[config.mk]
export PLATFORM = sky130hd
export DESIGN_NAME = lsuTop
export DESIGN_NICKNAME = d
export VERILOG_FILES = /design/src/source/lsuPkg.sv /design/src/source/loadAlign.sv /design/src/source/lsuDecode.sv /design/src/source/addrGen.sv /design/src/source/memPort.sv /design/src/source/lsuTop.sv
export SDC_FILE = /design/constraint.sdc
export NUM_CORES = 1
export LEC_CHECK = 0
export BUFFER_PORTS_ARGS = -buffer_cell sky130_fd_sc_hd__buf_2
export CORE_ASPECT_RATIO = 0.9
export CORE_UTILIZATION = 39
export CTS_CLUSTER_SIZE = 14
export DETAILED_ROUTE_END_ITERATION = 10
export PLACE_DENSITY = 0.58
export SLEW_MARGIN = 20
export SYNTH_ARGS = -nofsm -noshare
export SYNTH_HDL_FRONTEND = slang
export SYNTH_SLANG_ARGS = --single-unit
[constraint.sdc]
create_clock -name clk -period 12.2 [get_ports clk]
set_input_delay 1.22 -clock clk [delete_from_list [all_inputs] [get_ports clk]]
set_output_delay 1.22 -clock clk [all_outputs]
set_load 0.01 [all_outputs]
[src/source/lsuPkg.sv]
package lsuPkg;

    localparam int SqnWidth = 6;   // sequence numbers wrap, age comes from a signed difference
    localparam int TagWidth = 5;

    localparam logic [6:0] OPC_LOAD  = 7'b0000011;
    localparam logic [6:0] OPC_STORE = 7'b0100011;

    localparam logic [1:0] AXI_OKAY = 2'b00;   // anything else is reported as an error

    // states of the memory port FSM
    localparam logic [2:0] ST_IDLE   = 3'd0;
    localparam logic [2:0] ST_WRITE  = 3'd1;   // aw and w raised together
    localparam logic [2:0] ST_WAIT_B = 3'd2;
    localparam logic [2:0] ST_READ   = 3'd3;
    localparam logic [2:0] ST_WAIT_R = 3'd4;
    localparam logic [2:0] ST_DONE   = 3'd5;   // result pulse

    typedef enum logic [3:0] {
        LSU_LB,
        LSU_LH,
        LSU_LW,
        LSU_LBU,
        LSU_LHU,
        LSU_SB,
        LSU_SH,
        LSU_SW,
        LSU_NONE
    } lsuOp;

    // the same word is read as I-type by loads and as S-type by stores
    typedef union packed {
        struct packed {
            logic [11:0] imm;
            logic [4:0]  rs1;
            logic [2:0]  funct3;
            logic [4:0]  rd;
            logic [6:0]  opcode;
        } itype;
        struct packed {
            logic [6:0] immHi;
            logic [4:0] rs2;
            logic [4:0] rs1;
            logic [2:0] funct3;
            logic [4:0] immLo;
            logic [6:0] opcode;
        } stype;
    } instrWord;

endpackage

[src/source/loadAlign.sv]
module loadAlign (
    input  logic [31:0] raw,
    input  logic [1:0]  shamt,
    input  logic [1:0]  size,
    input  logic        signExtend,
    output logic [31:0] value
);

    logic [31:0] shifted;
    logic        fillBit;

    // bring the addressed byte or half down to bit 0
    assign shifted = raw >> {shamt, 3'b000};

    always_comb begin
        fillBit = 1'b0;
        case (size)
            2'd0: begin
                fillBit = signExtend && shifted[7];
                value   = {{24{fillBit}}, shifted[7:0]};
            end
            2'd1: begin
                fillBit = signExtend && shifted[15];
                value   = {{16{fillBit}}, shifted[15:0]};
            end
            default: begin
                value = shifted;   // word loads are never shifted
            end
        endcase
    end

endmodule

[src/source/lsuDecode.sv]
module lsuDecode import lsuPkg::*; (
    input  logic                clk,
    input  logic                rst,
    input  logic                flushValid,
    input  logic [SqnWidth-1:0] flushSqn,
    input  logic                issueValid,
    input  instrWord            instr,
    input  logic [31:0]         srcA,
    input  logic [31:0]         srcB,
    input  logic [SqnWidth-1:0] sqn,
    input  logic [TagWidth-1:0] tag,
    input  logic                outReady,
    output logic                issueReady,
    output logic                outValid,
    output lsuOp                op,
    output logic [31:0]         base,
    output logic [31:0]         imm,
    output logic [31:0]         storeData,
    output logic [SqnWidth-1:0] outSqn,
    output logic [TagWidth-1:0] outTag
);

    lsuOp        decOp;
    logic [31:0] decImm;
    logic        inYounger;
    logic        heldYounger;

    assign inYounger   = flushValid && ($signed(sqn - flushSqn) > 0);
    assign heldYounger = flushValid && ($signed(outSqn - flushSqn) > 0);

    assign issueReady = !outValid || outReady;   // free, or our op moves on this cycle

    always_comb begin
        decOp  = LSU_NONE;
        decImm = {{20{instr.itype.imm[11]}}, instr.itype.imm};
        if (instr.itype.opcode == OPC_LOAD) begin
            case (instr.itype.funct3)
                3'b000:  decOp = LSU_LB;
                3'b001:  decOp = LSU_LH;
                3'b010:  decOp = LSU_LW;
                3'b100:  decOp = LSU_LBU;
                3'b101:  decOp = LSU_LHU;
                default: decOp = LSU_NONE;
            endcase
        end else if (instr.stype.opcode == OPC_STORE) begin
            // store immediate is split around rs2/rs1
            decImm = {{20{instr.stype.immHi[6]}}, instr.stype.immHi, instr.stype.immLo};
            case (instr.stype.funct3)
                3'b000:  decOp = LSU_SB;
                3'b001:  decOp = LSU_SH;
                3'b010:  decOp = LSU_SW;
                default: decOp = LSU_NONE;
            endcase
        end
    end

    always_ff @(posedge clk) begin
        if (rst) begin
            outValid <= 1'b0;
        end else if (issueValid && issueReady && !inYounger) begin
            outValid <= (decOp != LSU_NONE);   // other instruction words vanish here
        end else if (outReady || heldYounger) begin
            outValid <= 1'b0;
        end
    end

    always_ff @(posedge clk) begin
        if (issueValid && issueReady) begin
            op        <= decOp;
            base      <= srcA;
            imm       <= decImm;
            storeData <= srcB;
            outSqn    <= sqn;
            outTag    <= tag;
        end
    end

endmodule

[src/source/addrGen.sv]
module addrGen import lsuPkg::*; (
    input  logic                clk,
    input  logic                rst,
    input  logic                flushValid,
    input  logic [SqnWidth-1:0] flushSqn,
    input  logic                inValid,
    input  lsuOp                op,
    input  logic [31:0]         base,
    input  logic [31:0]         imm,
    input  logic [31:0]         storeData,
    input  logic [SqnWidth-1:0] inSqn,
    input  logic [TagWidth-1:0] inTag,
    input  logic                outReady,
    output logic                inReady,
    output logic                outValid,
    output logic [31:0]         addr,
    output logic [3:0]          wmask,
    output logic [31:0]         wdata,
    output logic [1:0]          shamt,
    output logic [1:0]          size,
    output logic                signExtend,
    output logic                isLoad,
    output logic [SqnWidth-1:0] outSqn,
    output logic [TagWidth-1:0] outTag
);

    logic [31:0] effAddr;
    logic        inYounger;
    logic        heldYounger;

    assign effAddr = base + imm;

    assign inYounger   = flushValid && ($signed(inSqn - flushSqn) > 0);
    assign heldYounger = flushValid && ($signed(outSqn - flushSqn) > 0);

    assign inReady = !outValid || outReady;

    always_ff @(posedge clk) begin
        if (rst) begin
            outValid <= 1'b0;
        end else if (inValid && inReady && !inYounger) begin
            outValid <= 1'b1;
        end else if (outReady || heldYounger) begin
            outValid <= 1'b0;   // handed on, or squashed by the branch
        end
    end

    always_ff @(posedge clk) begin
        if (inValid && inReady) begin
            addr   <= effAddr;
            outSqn <= inSqn;
            outTag <= inTag;

            // misaligned lanes wrap inside the word, no trap
            case (op)
                LSU_LB, LSU_LBU: begin
                    isLoad     <= 1'b1;
                    shamt      <= effAddr[1:0];
                    size       <= 2'd0;
                    signExtend <= (op == LSU_LB);
                    wmask      <= 4'b0000;
                end
                LSU_LH, LSU_LHU: begin
                    isLoad     <= 1'b1;
                    shamt      <= {effAddr[1], 1'b0};
                    size       <= 2'd1;
                    signExtend <= (op == LSU_LH);
                    wmask      <= 4'b0000;
                end
                LSU_LW: begin
                    isLoad     <= 1'b1;
                    shamt      <= 2'd0;
                    size       <= 2'd2;
                    signExtend <= 1'b0;
                    wmask      <= 4'b0000;
                end
                LSU_SB: begin
                    isLoad <= 1'b0;
                    wmask  <= 4'b0001 << effAddr[1:0];   // one-hot byte lane
                    wdata  <= storeData << {effAddr[1:0], 3'b000};
                end
                LSU_SH: begin
                    isLoad <= 1'b0;
                    wmask  <= effAddr[1] ? 4'b1100 : 4'b0011;
                    wdata  <= storeData << {effAddr[1], 4'b0000};
                end
                LSU_SW: begin
                    isLoad <= 1'b0;
                    wmask  <= 4'b1111;
                    wdata  <= storeData;
                end
                default: begin
                    isLoad <= 1'b0;
                    wmask  <= 4'b0000;
                end
            endcase
        end
    end

endmodule

[src/source/memPort.sv]
module memPort import lsuPkg::*; (
    input  logic                clk,
    input  logic                rst,
    input  logic                inValid,
    input  logic [31:0]         addr,
    input  logic [3:0]          wmask,
    input  logic [31:0]         inWdata,
    input  logic [1:0]          shamt,
    input  logic [1:0]          size,
    input  logic                signExtend,
    input  logic                isLoad,
    input  logic [SqnWidth-1:0] inSqn,
    input  logic [TagWidth-1:0] inTag,
    output logic                inReady,
    output logic [31:0]         awaddr,
    output logic                awvalid,
    input  logic                awready,
    output logic [31:0]         wdata,
    output logic [3:0]          wstrb,
    output logic                wvalid,
    input  logic                wready,
    input  logic [1:0]          bresp,
    input  logic                bvalid,
    output logic                bready,
    output logic [31:0]         araddr,
    output logic                arvalid,
    input  logic                arready,
    input  logic [31:0]         rdata,
    input  logic [1:0]          rresp,
    input  logic                rvalid,
    output logic                rready,
    output logic                resultValid,
    output logic [31:0]         resultData,
    output logic [TagWidth-1:0] resultTag,
    output logic [SqnWidth-1:0] resultSqn,
    output logic                resultIsLoad,
    output logic                resultErr
);

    logic [2:0]  state;
    logic [31:0] busAddr;
    logic [1:0]  shamtReg;
    logic [1:0]  sizeReg;
    logic        signReg;
    logic [31:0] loadValue;

    assign inReady     = (state == ST_IDLE);   // one access at a time
    assign awaddr      = busAddr;
    assign araddr      = busAddr;
    assign bready      = 1'b1;
    assign rready      = 1'b1;
    assign resultValid = (state == ST_DONE);

    loadAlign align (
        .raw        (rdata),
        .shamt      (shamtReg),
        .size       (sizeReg),
        .signExtend (signReg),
        .value      (loadValue)
    );

    always_ff @(posedge clk) begin
        if (rst) begin
            state   <= ST_IDLE;
            awvalid <= 1'b0;
            wvalid  <= 1'b0;
            arvalid <= 1'b0;
        end else begin
            case (state)
                ST_IDLE: begin
                    if (inValid && isLoad) begin
                        arvalid <= 1'b1;
                        state   <= ST_READ;
                    end else if (inValid) begin
                        awvalid <= 1'b1;
                        wvalid  <= 1'b1;
                        state   <= ST_WRITE;
                    end
                end
                ST_WRITE: begin
                    // aw and w may be taken in either order
                    if (awready) awvalid <= 1'b0;
                    if (wready) wvalid <= 1'b0;
                    if ((!awvalid || awready) && (!wvalid || wready)) state <= ST_WAIT_B;
                end
                ST_WAIT_B: if (bvalid) state <= ST_DONE;
                ST_READ: begin
                    if (arready) begin
                        arvalid <= 1'b0;
                        state   <= ST_WAIT_R;
                    end
                end
                ST_WAIT_R: if (rvalid) state <= ST_DONE;
                ST_DONE:   state <= ST_IDLE;
                default:   state <= ST_IDLE;
            endcase
        end
    end

    always_ff @(posedge clk) begin
        if (inValid && inReady) begin
            busAddr      <= {addr[31:2], 2'b00};   // bus sees word addresses only
            wdata        <= inWdata;
            wstrb        <= wmask;
            shamtReg     <= shamt;
            sizeReg      <= size;
            signReg      <= signExtend;
            resultTag    <= inTag;
            resultSqn    <= inSqn;
            resultIsLoad <= isLoad;
        end
        if (state == ST_WAIT_B && bvalid) begin
            resultData <= 32'd0;
            resultErr  <= (bresp != AXI_OKAY);
        end
        if (state == ST_WAIT_R && rvalid) begin
            resultData <= loadValue;
            resultErr  <= (rresp != AXI_OKAY);
        end
    end

endmodule

[src/source/lsuTop.sv]
module lsuTop import lsuPkg::*; (
    input  logic                clk,
    input  logic                rst,
    input  logic                issueValid,
    output logic                issueReady,
    input  instrWord            instr,
    input  logic [31:0]         srcA,
    input  logic [31:0]         srcB,
    input  logic [SqnWidth-1:0] sqn,
    input  logic [TagWidth-1:0] tag,
    input  logic                flushValid,
    input  logic [SqnWidth-1:0] flushSqn,
    output logic [31:0]         awaddr,
    output logic                awvalid,
    input  logic                awready,
    output logic [31:0]         wdata,
    output logic [3:0]          wstrb,
    output logic                wvalid,
    input  logic                wready,
    input  logic [1:0]          bresp,
    input  logic                bvalid,
    output logic                bready,
    output logic [31:0]         araddr,
    output logic                arvalid,
    input  logic                arready,
    input  logic [31:0]         rdata,
    input  logic [1:0]          rresp,
    input  logic                rvalid,
    output logic                rready,
    output logic                resultValid,
    output logic [31:0]         resultData,
    output logic [TagWidth-1:0] resultTag,
    output logic [SqnWidth-1:0] resultSqn,
    output logic                resultIsLoad,
    output logic                resultErr
);

    // decode to address stage
    logic                decValid, decReady;
    lsuOp                decOp;
    logic [31:0]         decBase, decImm, decStoreData;
    logic [SqnWidth-1:0] decSqn;
    logic [TagWidth-1:0] decTag;

    // address stage to memory port
    logic                agValid, agReady, agSignExtend, agIsLoad;
    logic [31:0]         agAddr, agData;
    logic [3:0]          agMask;
    logic [1:0]          agShamt, agSize;
    logic [SqnWidth-1:0] agSqn;
    logic [TagWidth-1:0] agTag;

    lsuDecode decode (
        .clk, .rst, .flushValid, .flushSqn, .issueValid, .instr, .srcA, .srcB, .sqn, .tag,
        .outReady (decReady), .issueReady, .outValid (decValid), .op (decOp),
        .base (decBase), .imm (decImm), .storeData (decStoreData),
        .outSqn (decSqn), .outTag (decTag)
    );

    addrGen agen (
        .clk, .rst, .flushValid, .flushSqn, .inValid (decValid), .op (decOp),
        .base (decBase), .imm (decImm), .storeData (decStoreData),
        .inSqn (decSqn), .inTag (decTag), .outReady (agReady), .inReady (decReady),
        .outValid (agValid), .addr (agAddr), .wmask (agMask), .wdata (agData),
        .shamt (agShamt), .size (agSize), .signExtend (agSignExtend), .isLoad (agIsLoad),
        .outSqn (agSqn), .outTag (agTag)
    );

    memPort mem (
        .clk, .rst, .inValid (agValid), .addr (agAddr), .wmask (agMask), .inWdata (agData),
        .shamt (agShamt), .size (agSize), .signExtend (agSignExtend), .isLoad (agIsLoad),
        .inSqn (agSqn), .inTag (agTag), .inReady (agReady),
        .awaddr, .awvalid, .awready, .wdata, .wstrb, .wvalid, .wready,
        .bresp, .bvalid, .bready, .araddr, .arvalid, .arready,
        .rdata, .rresp, .rvalid, .rready,
        .resultValid, .resultData, .resultTag, .resultSqn, .resultIsLoad, .resultErr
    );

endmodule

==> impl_metrics.ini <==
[drt]
vias = 8752
ant_nets = 0
drt-total-wl_um = 29700
drt_iter0_markers = 576
drc = 0
wl_per_cell_um = 16.8
drt-vias-per-instance = 4.95
firstDrtPassIters = 5

[cts]
cts_tree = built
clock-root-buffer = clkbuf_16
numCtsBuffers = 34
cts_setup_buffers = 0
cts_max_path_buffers = 3
clk_pin_slew_ns = 0.06
cts_num_sinks = 298
clkLatencyLatePin_ns = 0.52
htreeDepth = 2
cts_hold_buf = 0
cts_resized = 0

[placed_design]
hpwl_um = 21300
gp_congestion = 0.877
portBuffers = 298
placed_cell_area_sq_um = 15200

[floorplanning]
ioPinCount = 310
die_area_sq_um = 35100
initial_utilization = 0.395
core-area_sq_um = 33900
fp-row-count = 64
die_w_um = 197
die_height_um = 178

[yosys]
async_flop_share = 0
syn_area_sq_um = 13400
ys_top_cells_by_area = edfxtp_1, ha_1, nand2_1, a21oi_1, buf_4
synthFlopType = edfxtp_1
ys_seq_area_frac = 0.662
yosysTopAreaCellShare = 0.650
synth_top_area_cell = edfxtp_1
synthDistinctLibCells = 68
syn_inst = 998
avgSynthCellArea_sq_um = 13.4
ys_warn_count = 0
synth_edf_count = 290
ys_seq_elements = 298

[setup_path]
timing.critical_path.buf_inv = 1
crit_arrival_ns = 1.81
end_kind = output pin
crit_family = compound AO/OA/AOI/OAI gates
startpoint_type = flop
cp_max_fo = 12
crit_type = flop to output pin
cpMaxStageDelayCell = o311ai_0
worstPathCellList = o311ai_0 > buf_2
required_ns = 10.98
critical_path.max_stage_delay_ns = 0.62

[sta]
final_hold_viol_count = 0
slew-limit-headroom = 0.276
fmax_ghz = 0.330
period_share = 0.248
setup_viol = 0
finClkSkew_ns = 0.0191
maxSlewViolCount = 0
setup_tns_ns = 0
period_needed_ns = 3.03
rsz0062_at_grt = no
worstMarginPinSlew_ns = 1.08

[run]
drv_cap = 0

[cells_and_area]
layout_common_cells = buf_2, edfxtp_1, nand2_1
drive_gt1_frac = 0.300
final_nets = 1487
n_fill_cell = 3059
multi_input_comb_area_sq_um = 4070
area_delta_synth_final_pct = 21.5
final_common_cell = buf_2
finalInstanceArea_sq_um = 16300
register_area_sq_um = 8870

[global_routing]
grt_pass1_wl_um = 44500
antenna_found_initial = 3
track_usage = 0.165
grt_pass1_vias = 8173
gr-total-overflow = 0
grt_max_degree = 64

[min_path]
hold_path.class = flop to flop

[power]
peakVddDrop_v = 0.000103
p_per_area_nw_per_um2 = 145
leakage_uw = 0.00621

[status]
status = completed
[cells in the mapped netlist, types with 4 or more instances]
| cell | number |
|---|---|
| xor2_1 | 19 |
| ha_1 | 46 |
| buf_4 | 36 |
| a21o_1 | 14 |
| dfxtp_1 | 8 |
| nand2_1 | 115 |
| nand3b_1 | 5 |
| nand4_1 | 4 |
| nand2b_1 | 6 |
| nor2_1 | 49 |
| a22o_1 | 9 |
| nor2b_1 | 9 |
| nand3_1 | 14 |
| nor3b_1 | 6 |
| xnor2_1 | 25 |
| a211oi_1 | 9 |
| nor3_1 | 12 |
| o21a_1 | 12 |
| mux2_2 | 15 |
| edfxtp_1 | 290 |
| a21oi_1 | 79 |
| o31ai_1 | 6 |
| mux2i_1 | 19 |
| a222oi_1 | 8 |
| clkbuf_1 | 17 |
| and2_1 | 9 |
| inv_1 | 27 |
| o21ai_0 | 45 |
| fa_1 | 4 |
| buf_2 | 10 |
| o22ai_1 | 16 |
[kinds of logic (layout without fill, tap and decap cells)]
| kind of cell | after synthesis | in the layout | synth area share |
|---|---|---|---|
| flops | 298 | 298 | 0.662 |
| xor+xnor | 44 | 44 | 0.0288 |
| mux | 35 | 35 | 0.0285 |
| compound gates | 231 | 231 | 0.110 |
| buf+inv | 93 | 395 | 0.0371 |
| other cells | 2 | 9 | 0.000561 |
| fa+ha+maj | 50 | 50 | 0.0489 |
| simple gates | 245 | 245 | 0.0839 |
[through the flow]
step / power, uW / instances / util / setup WS, ns / hold slack (ns)
CTS: 2400 / 1766 / 0.480 / 9.09 / 0.413
finish: 2370 / 1769 / 0.480 / 9.17 / 0.409
floorplan: 1330 / 1002 / - / 1.98 / 0.400
global route: 2460 / 1768 / 0.480 / 8.97 / 0.423
detailed placement: 1400 / 1705 / 0.448 / 9.01 / 0.405
global placement: 1400 / 1705 / 0.448 / 9.00 / 0.402
[sequential cells by signal, indices dropped and copies added, names as in the netlist, 2 cells and up]
| name | flops |
|---|---|
| agen.outSqn | 6 |
| agen.addr | 30 |
| mem.resultTag | 5 |
| decode.imm | 12 |
| mem.wstrb | 4 |
| decode.op | 4 |
| agen.wmask | 4 |
| mem.sizeReg | 2 |
| mem.state | 3 |
| mem.wdata | 32 |
| mem.resultData | 32 |
| agen.shamt | 2 |
| mem.resultSqn | 6 |
| agen.outTag | 5 |
| decode.base | 32 |
| mem.shamtReg | 2 |
| decode.outTag | 5 |
| mem.araddr | 30 |
| decode.storeData | 32 |
| agen.wdata | 32 |
| agen.size | 2 |
| decode.outSqn | 6 |
[path summary, 6_finish.rpt]
check	startpoint	to	slack, ns	cells after the start
setup reg to reg	decode.imm[11]$_DFFE_PP_	agen.addr[28]$_DFFE_PP_	9.21	8
hold / removal	agen.wmask[2]$_DFFE_PP_	mem.wstrb[2]$_DFFE_PP_	0.41	0
hold reg to reg	agen.wmask[2]$_DFFE_PP_	mem.wstrb[2]$_DFFE_PP_	0.41	0
setup / recovery	mem.state[0]$_SDFFE_PP0P_	issueReady	9.17	2
[area by class of cell]
cell class	count	share of cell area
antenna	3	0.000461
clock buffer	43	0.0583
clock inverter	18	0.00838
inverter	27	0.00623
multi-input combinational	611	0.250
sequential	298	0.545
tap	462	0.0355
timing repair buffer	307	0.0958
[layer usage]
layer  vias to the layer above  global-route usage  part of all wire
li1                       4296                   -                 -
met1                      4135               0.224              0.45
met2                       276               0.261              0.46
met3                        45              0.0327             0.063
met4                         0              0.0604             0.022
met5                         -                   0                 0
[where the power goes]
| group | internal, uW | total [uW] | switching [uW] |
|---|---|---|---|
| logic | 93.5 | 219 | 126 |
| registers | 1150 | 1160 | 13.0 |
| clock network | 592 | 986 | 394 |
| total | 1830 | 2370 | 532 |
Note: power is estimated with default switching activity, not from simulation.
